### config.mk
export PLATFORM = sky130hd
export DESIGN_NAME = secded_top
export DESIGN_NICKNAME = d
export VERILOG_FILES = /design/src/verilog/secded_pkg.sv /design/src/verilog/error_injector.sv /design/src/verilog/secded_decoder.sv /design/src/verilog/secded_encoder.sv /design/src/verilog/secded_top.sv
export VERILOG_INCLUDE_DIRS = /design/src /design/src/verilog
export SDC_FILE = /design/constraint.sdc
export NUM_CORES = 1
export LEC_CHECK = 0
export ABC_CLOCK_PERIOD_IN_PS = 6200
export BUFFER_PORTS_ARGS = -buffer_cell sky130_fd_sc_hd__buf_2
export CAP_MARGIN = 15
export CORE_MARGIN = 4
export CORE_UTILIZATION = 30
export CTS_CLUSTER_DIAMETER = 120
export DETAILED_ROUTE_END_ITERATION = 12
export GPL_ROUTABILITY_DRIVEN = 0
export PLACE_DENSITY = 0.53
export SLEW_MARGIN = 15
export SYNTH_ARGS = -nofsm -noshare
export SYNTH_HDL_FRONTEND = slang
export SYNTH_SLANG_ARGS = --single-unit
### constraint.sdc
create_clock -name clk -period 6.2 [get_ports clk]
set_clock_uncertainty 0.1 [all_clocks]
set_input_delay 0.31 -clock clk [delete_from_list [all_inputs] [get_ports clk]]
set_output_delay 0.31 -clock clk [all_outputs]
set_load 0.1 [all_outputs]
### src/verilog/secded_consts.svh
`ifndef SECDED_CONSTS_SVH
`define SECDED_CONSTS_SVH

//////////////////////////////////////////////////////////////////////
// Code geometry for the 64-bit SEC-DED channel

// Payload width
`define SECDED_DATA_BITS 64

// Hamming check bits at the power-of-two positions 1 to 64
`define SECDED_HAMMING_BITS 7

// Hamming bits plus the overall parity bit at position 0
`define SECDED_CHECK_BITS (`SECDED_HAMMING_BITS + 1)

// Full codeword, 72 bits
`define SECDED_CODE_BITS (`SECDED_DATA_BITS + `SECDED_CHECK_BITS)

`endif

### src/verilog/secded_pkg.sv
`include "secded_consts.svh"

package secded_pkg;

	//////////////////////////////////////////////////////////////////////
	// Channel types

	// Plain data word as seen at the top level
	typedef logic [`SECDED_DATA_BITS-1:0] data_t;

	// Codeword
	// Bit 0 is overall even parity of bits 1 to 71
	// Power-of-two positions carry the Hamming parities
	// All other positions carry data bits in ascending order
	typedef logic [`SECDED_CODE_BITS-1:0] codeword_t;

	// Index of one codeword bit
	// 7 bits reach up to 127, so values of 72 and above are out of range
	typedef logic [`SECDED_HAMMING_BITS-1:0] bit_pos_t;

	// How many codeword bits the injector corrupts
	typedef enum logic [1:0] {
		ERR_NONE   = 2'd0,
		ERR_SINGLE = 2'd1,
		ERR_DOUBLE = 2'd2
	} err_count_t;

endpackage

### src/verilog/error_injector.sv
`timescale 1ns/1ns
`include "secded_consts.svh"

// Fault injection stage between encoder and decoder
// Corrupts zero, one or two codeword bits on request
module error_injector (
	input  logic                   clk,
	input  logic                   arst_n,
	input  logic                   valid_in,
	input  secded_pkg::codeword_t  codeword_in,
	input  secded_pkg::err_count_t numbits,
	input  secded_pkg::bit_pos_t   errpos0,
	input  secded_pkg::bit_pos_t   errpos1,
	output logic                   valid_out,
	output secded_pkg::codeword_t  codeword_out
);

	//////////////////////////////////////////////////////////////////////
	// Flip mask

	// Upper limit of a usable position
	localparam secded_pkg::bit_pos_t LAST_POS = secded_pkg::bit_pos_t'(`SECDED_CODE_BITS - 1);

	secded_pkg::codeword_t flip_mask;

	always_comb begin
		flip_mask = '0;

		// First position used for both single and double
		if (numbits != secded_pkg::ERR_NONE && errpos0 <= LAST_POS)
			flip_mask[errpos0] = 1'b1;

		// Second position only for double
		// XOR so that the same index twice leaves the bit as it was
		if (numbits == secded_pkg::ERR_DOUBLE && errpos1 <= LAST_POS)
			flip_mask[errpos1] = flip_mask[errpos1] ^ 1'b1;
	end

	//////////////////////////////////////////////////////////////////////
	// Output register

	always_ff @(posedge clk or negedge arst_n) begin
		if (!arst_n) begin
			valid_out <= 1'b0;
		end else begin
			valid_out <= valid_in;
		end
	end

	// Corrupted word, loaded alongside its valid
	always_ff @(posedge clk) begin
		if (valid_in) begin
			codeword_out <= codeword_in ^ flip_mask;
		end
	end

endmodule

### src/verilog/secded_decoder.sv
`timescale 1ns/1ns
`include "secded_consts.svh"

// SEC-DED decoder stage
// Fixes one flipped bit, reports two, and hands back the data word
module secded_decoder (
	input  logic                  clk,
	input  logic                  arst_n,
	input  logic                  valid_in,
	input  secded_pkg::codeword_t data_in,
	output logic                  valid_out,
	output secded_pkg::data_t     data_out,
	output logic                  correctable_err,
	output logic                  uncorrectable_err
);

	//////////////////////////////////////////////////////////////////////
	// Syndrome and parity check

	// Highest index that exists in the codeword
	localparam secded_pkg::bit_pos_t LAST_POS = secded_pkg::bit_pos_t'(`SECDED_CODE_BITS - 1);

	secded_pkg::bit_pos_t syndrome;
	logic                 parity_bad;

	always_comb begin
		syndrome = '0;

		// Syndrome bit i re-checks everything parity bit i covered
		// This time the check bit itself is included
		for (int i = 0; i < `SECDED_HAMMING_BITS; i++) begin
			for (int p = 1; p < `SECDED_CODE_BITS; p++) begin
				if (p[i])
					syndrome[i] = syndrome[i] ^ data_in[p];
			end
		end

		// Whole word including bit 0 should have even parity
		parity_bad = ^data_in;
	end

	//////////////////////////////////////////////////////////////////////
	// Classification

	logic single_err;
	logic double_err;

	always_comb begin
		single_err = 1'b0;
		double_err = 1'b0;

		if (parity_bad) begin
			// Odd number of flips is taken as one
			// A syndrome past the last position cannot come from one flip
			if (syndrome <= LAST_POS)
				single_err = 1'b1;
			else
				double_err = 1'b1;
		end else if (syndrome != '0) begin
			// Parity still even but the Hamming checks disagree
			double_err = 1'b1;
		end
	end

	//////////////////////////////////////////////////////////////////////
	// Correction and data extraction

	secded_pkg::data_t data_next;

	always_comb begin
		secded_pkg::codeword_t fixed;
		int d;

		fixed = data_in;
		d = 0;

		// Syndrome gives the index of the bad bit
		// Index 0 is the overall parity bit, which carries no data
		if (single_err)
			fixed[syndrome] = ~fixed[syndrome];

		// Double errors fall through here with the data left as received
		data_next = '0;
		for (int p = 1; p < `SECDED_CODE_BITS; p++) begin
			if ((p & (p - 1)) != 0) begin
				data_next[d] = fixed[p];
				d++;
			end
		end
	end

	//////////////////////////////////////////////////////////////////////
	// Output register

	// Flags only rise together with a valid word
	always_ff @(posedge clk or negedge arst_n) begin
		if (!arst_n) begin
			valid_out         <= 1'b0;
			correctable_err   <= 1'b0;
			uncorrectable_err <= 1'b0;
		end else begin
			valid_out         <= valid_in;
			correctable_err   <= valid_in && single_err;
			uncorrectable_err <= valid_in && double_err;
		end
	end

	// Data word
	always_ff @(posedge clk) begin
		if (valid_in) begin
			data_out <= data_next;
		end
	end

endmodule

### src/verilog/secded_encoder.sv
`timescale 1ns/1ns
`include "secded_consts.svh"

// SEC-DED encoder stage
// One register stage between data word and codeword
module secded_encoder (
	input  logic                  clk,
	input  logic                  arst_n,
	input  logic                  valid_in,
	input  secded_pkg::data_t     data_in,
	output logic                  valid_out,
	output secded_pkg::codeword_t data_out
);

	//////////////////////////////////////////////////////////////////////
	// Codeword construction

	secded_pkg::codeword_t code_next;

	always_comb begin
		secded_pkg::codeword_t placed;
		logic [`SECDED_HAMMING_BITS-1:0] hamming;
		int d;

		placed = '0;
		hamming = '0;
		d = 0;

		// Scatter data into every position that is not a power of two
		// Position 0 is skipped since it belongs to the overall parity
		for (int p = 1; p < `SECDED_CODE_BITS; p++) begin
			if ((p & (p - 1)) != 0) begin
				placed[p] = data_in[d];
				d++;
			end
		end

		// Hamming parity i covers every position with index bit i set
		// Check positions are still zero here so they add nothing
		for (int i = 0; i < `SECDED_HAMMING_BITS; i++) begin
			for (int p = 1; p < `SECDED_CODE_BITS; p++) begin
				if (p[i])
					hamming[i] = hamming[i] ^ placed[p];
			end
		end

		// Drop the check bits into their power-of-two slots
		for (int i = 0; i < `SECDED_HAMMING_BITS; i++)
			placed[1 << i] = hamming[i];

		// Overall parity over everything else, including the Hamming bits
		// This is what lets the decoder tell one flip from two
		placed[0] = ^placed[`SECDED_CODE_BITS-1:1];

		code_next = placed;
	end

	//////////////////////////////////////////////////////////////////////
	// Output register

	// Valid tracks the input one cycle later
	always_ff @(posedge clk or negedge arst_n) begin
		if (!arst_n) begin
			valid_out <= 1'b0;
		end else begin
			valid_out <= valid_in;
		end
	end

	// Codeword only loads with a valid word
	always_ff @(posedge clk) begin
		if (valid_in) begin
			data_out <= code_next;
		end
	end

endmodule

### src/verilog/secded_top.sv
`timescale 1ns/1ns

// Three-stage SEC-DED channel
// Encode, corrupt on demand, decode
// Data at edge N comes out at edge N+3, error controls belong at edge N+1
module secded_top (
	input  logic                   clk,
	input  logic                   arst_n,

	input  secded_pkg::data_t      plaintext,
	input  logic                   plaintext_valid,

	input  secded_pkg::err_count_t numbits,
	input  secded_pkg::bit_pos_t   errpos0,
	input  secded_pkg::bit_pos_t   errpos1,

	output secded_pkg::data_t      decoded,
	output logic                   decoded_valid,
	output logic                   correctable_err,
	output logic                   uncorrectable_err
);

	//////////////////////////////////////////////////////////////////////
	// Encoder

	logic                  codeword_valid;
	secded_pkg::codeword_t codeword;

	secded_encoder encoder (
		.clk       (clk),
		.arst_n    (arst_n),
		.valid_in  (plaintext_valid),
		.data_in   (plaintext),
		.valid_out (codeword_valid),
		.data_out  (codeword)
	);

	//////////////////////////////////////////////////////////////////////
	// Error injection

	logic                  corrupted_valid;
	secded_pkg::codeword_t corrupted;

	// Error controls line up with the codeword, one cycle after the data
	error_injector injector (
		.clk          (clk),
		.arst_n       (arst_n),
		.valid_in     (codeword_valid),
		.codeword_in  (codeword),
		.numbits      (numbits),
		.errpos0      (errpos0),
		.errpos1      (errpos1),
		.valid_out    (corrupted_valid),
		.codeword_out (corrupted)
	);

	//////////////////////////////////////////////////////////////////////
	// Decoder

	secded_decoder decoder (
		.clk               (clk),
		.arst_n            (arst_n),
		.valid_in          (corrupted_valid),
		.data_in           (corrupted),
		.valid_out         (decoded_valid),
		.data_out          (decoded),
		.correctable_err   (correctable_err),
		.uncorrectable_err (uncorrectable_err)
	);

endmodule
==> results.rst <==
.. list-table::
   :header-rows: 1

   * - Metric
     - Value
   * - CTS tree
     - done
   * - X dimension of the die
     - 214.5 um
   * - ANT nets after route
     - 0
   * - Power density over cell area
     - ~430 nW/um^2
   * - Reg-to-reg slack, setup
     - 1.90 ns
   * - Top area cells in the synthesized netlist
     - sky130_fd_sc_hd__edfxtp_1 (49%), sky130_fd_sc_hd__xnor2_1 (15%), sky130_fd_sc_hd__xor2_1 (7.3%)
   * - Number of synthesized register bits
     - 213
   * - Highest ir drop seen on vdd
     - 265.2 uV
   * - Die Footprint
     - 46,020 um^2
   * - Post-route minimum period
     - approximately 4.3 ns
   * - Area growth, synth to finish
     - 21.95%
   * - Worst reg2reg path depth
     - 10
   * - Root buffer cell
     - sky130_fd_sc_hd__clkbuf_16
   * - Post-route DRC
     - 0
   * - Highest Clock Rate
     - ~0.23 GHz
   * - Cts bufs inserted
     - 26
   * - Outcome
     - completed
   * - Worst slack on hold paths
     - 0.02956 ns
   * - Total clock sinks
     - 213
   * - Register area share after synthesis
     - 0.4979
   * - Routed wirelength normalized by instance count
     - 20.80 um
   * - Initial cell density of the core
     - 0.3043
   * - Most frequent cell after synthesis
     - sky130_fd_sc_hd__xnor2_1
   * - Post-detailed-routing wire length
     - 39.90 mm
   * - Kind of critical path
     - reg2reg
   * - Mean area per synthesized cell
     - approximately 11 um^2
   * - Number of cells produced by synthesis
     - 1,146
   * - Filler cell count in the final layout
     - 4,069
   * - Fraction of the core area covered by cells at the end of the flow
     - 0.3712
   * - Global-route wire length before repair
     - between 50 and 60 mm
   * - Data required time of the critical path
     - between 6 and 7 ns
   * - Critical Path End Type
     - register
   * - Initial DRC Count
     - 950
   * - Final number of setup-violating endpoints
     - 0
   * - Height of the die
     - ~210 um
   * - Number of global-route vias before repair
     - 9,161
   * - Library cell occupying the most area in the post-synthesis netlist
     - sky130_fd_sc_hd__edfxtp_1
   * - Unrepaired setup endpoints after global routing
     - false
   * - Post-CTS setup buffers
     - 0
   * - Tot GR Track Use
     - 0.1692
   * - Arrival time reported for the critical path endpoint
     - roughly 4.5 ns
   * - First-pass iteration count of the detailed router
     - 5
   * - Fraction of final layout cells with drive strength greater than 1
     - 0.1974
   * - Number of max-slew violations in the final report
     - 0
   * - Pleak
     - 5.458 nW
   * - Post-detailed-route via-to-cell ratio
     - 4.936
   * - Net count of the mapped netlist
     - 1,229
   * - Number of flops mapped to enable cells by yosys
     - between 200 and 250
   * - Largest driver fanout on the critical path
     - 16
   * - Count of cell types in the netlist
     - 63
   * - Most frequent cells after synthesis
     - sky130_fd_sc_hd__xnor2_1 (218), sky130_fd_sc_hd__edfxtp_1 (208), sky130_fd_sc_hd__xor2_1 (107)
   * - # IOs
     - 150
   * - Netlist Area Pre-Place
     - 12,790 um^2
   * - Maximum clock path buffer count
     - 3
   * - Placeable core region
     - about 42,000 um^2
   * - Max Cap Violations
     - 0
   * - Source-to-sink clock delay at the later pin of the worst-skew pair
     - 0.55 ns
   * - Dominant synthesized flop cell
     - sky130_fd_sc_hd__edfxtp_1
   * - Number of H-tree levels
     - 1
   * - End of the worst register-to-register path
     - decoder.data_out[46]$_DFFE_PP_
   * - Class of the worst hold path
     - in2async
   * - Pin count of the biggest net entering global routing
     - 74
   * - Initial antenna violation count
     - 4
   * - Area fraction of the dominant cell type after synthesis
     - 0.4882
   * - Post-layout power
     - 0.006690 W
   * - Final clock period utilization by the worst path
     - 0.6929
   * - Reg-to-Reg Start
     - injector.codeword_out[50]$_DFFE_PP_
   * - DP HPWL
     - 30.72 mm
   * - Count of vias placed by the detailed router
     - 9,468
   * - Proportion of register bits with asynchronous set or reset after synthesis
     - 0.02347
   * - GR Overflow Total
     - 0
   * - Buffers added on ports
     - between 100 and 150
   * - Number of core rows
     - 75
   * - Critical Path Start Type
     - register
   * - Normalized max-slew margin
     - 0.2000
   * - Setup TNS
     - 0 ns
   * - Count of synthesis-stage warnings from yosys
     - 0
   * - Layout Nets
     - 1,443
   * - Final-report hold violation count
     - 0
   * - Tightest Pin Transition
     - 1.191 ns
   * - Clock transition at path regs
     - 0.06 ns
## layout make-up
type	count	area, um^2	share of cell area
Timing Repair Buffer	233	1539	0.09863
Multi-Input combinational cell	878	6177	0.3959
Clock buffer	32	694.4	0.04450
Antenna cell	1	2.502	0.0001604
Clock inverter	14	112.6	0.007217
Inverter	8	30.03	0.001924
Tap cell	539	674.4	0.04322
Sequential cell	213	6374	0.4085
## state kept, by name (all words and copies together) (netlist names)
| signal | flops |
|---|---|
| injector.codeword_out | 72 |
| injector.valid_out | 1 |
| encoder.valid_out | 1 |
| decoder.uncorrectable_err | 1 |
| decoder.data_out | 64 |
| decoder.correctable_err | 1 |
| encoder.data_out | 72 |
| decoder.valid_out | 1 |
## logic make-up after synthesis
logic type / after synthesis / share of synthesized area
XOR/XNOR: 336 / 0.2418
AND/OR/NAND/NOR: 297 / 0.1065
flip-flops: 213 / 0.4979
AO/OA/AOI/OAI: 204 / 0.09877
buffers and inverters: 55 / 0.01926
multiplexers: 41 / 0.03569
## worst max-delay path by stage
stage / startpoint / to / slack [ns] / depth (start not counted)
2_1_floorplan: injector.codeword_out[3]$_DFFE_PP_ / decoder.data_out[40]$_DFFE_PP_ / 2.59 / 11
3_3_place_gp: injector.codeword_out[50]$_DFFE_PP_ / decoder.data_out[46]$_DFFE_PP_ / 2.02 / 10
3_5_place_dp: injector.codeword_out[61]$_DFFE_PP_ / decoder.data_out[46]$_DFFE_PP_ / 1.94 / 9
4_1_cts: injector.codeword_out[61]$_DFFE_PP_ / decoder.data_out[46]$_DFFE_PP_ / 1.93 / 9
5_1_grt: injector.codeword_out[50]$_DFFE_PP_ / decoder.data_out[31]$_DFFE_PP_ / 1.62 / 11
6_report: injector.codeword_out[50]$_DFFE_PP_ / decoder.data_out[46]$_DFFE_PP_ / 1.90 / 10
## repair_timing
action,4_1_cts,5_1_grt
resized for setup,0,0
hold buffers,65,0
hold endpoints to repair,69,0
endpoints found under the setup margin,0,0
## routing by layer
metal	GRT usage	wire [um]
met1	0.2399	18130
met2	0.2633	17680
met3	0.03840	3069
met4	0.04236	994
met5	0	23
## stage by stage
stage	setup WS [ns]	cells	instance area [um^2]
floorplan	2.593	1146	12790
global placement	2.017	1806	14140
detailed placement	1.935	1806	14140
CTS	1.928	1917	15600
global route	1.620	1918	15600
finish	1.904	1918	15600
## where the power goes
group          leakage (nW)  total, W  switching [W]  internal [W]
sequential             2.09   0.00193       0.000119       0.00181
combinational          2.97   0.00332        0.00219       0.00114
clock                 0.389   0.00144       0.000605      0.000838
total                  5.46   0.00669        0.00291       0.00378
## worst max-delay path, stage by stage, from the launching register on
cell                       delay [ns]
sky130_fd_sc_hd__edfxtp_1        0.49
sky130_fd_sc_hd__xnor2_1         0.38
sky130_fd_sc_hd__xnor2_1         0.21
sky130_fd_sc_hd__xnor2_1         0.33
sky130_fd_sc_hd__xor3_1          0.54
sky130_fd_sc_hd__nand2_1         0.15
sky130_fd_sc_hd__mux2_2          0.35
sky130_fd_sc_hd__nand2b_1        0.46
sky130_fd_sc_hd__o221ai_1        0.21
sky130_fd_sc_hd__o31a_2          0.49
sky130_fd_sc_hd__mux2_2          0.31
## cell usage in the layout, fill, tap and decap left out, drive strengths merged, types with 4 or more instances in the layout
cell type    netlist  layout
a21oi             20      20
a22oi              4       4
a31o               5       5
a31oi              9       9
and3               6       6
buf               10     168
clkbuf            37      32
clkinv             0      10
dfrtp              5       5
dlygate4sd3        0      65
edfxtp           208     208
inv                8       9
mux2              37      37
mux2i              4       4
nand2             96      96
nand2b            10      10
nand3             73      73
nand4              4       4
nor2              73      73
nor3              14      14
o21ai            108     108
o221ai             8       8
o22a               4       4
o22ai             15      15
o31ai              9       9
or2                4       4
xnor2            219     219
xnor3              7       7
xor2             107     107
Note: power is estimated with default switching activity, not from simulation.
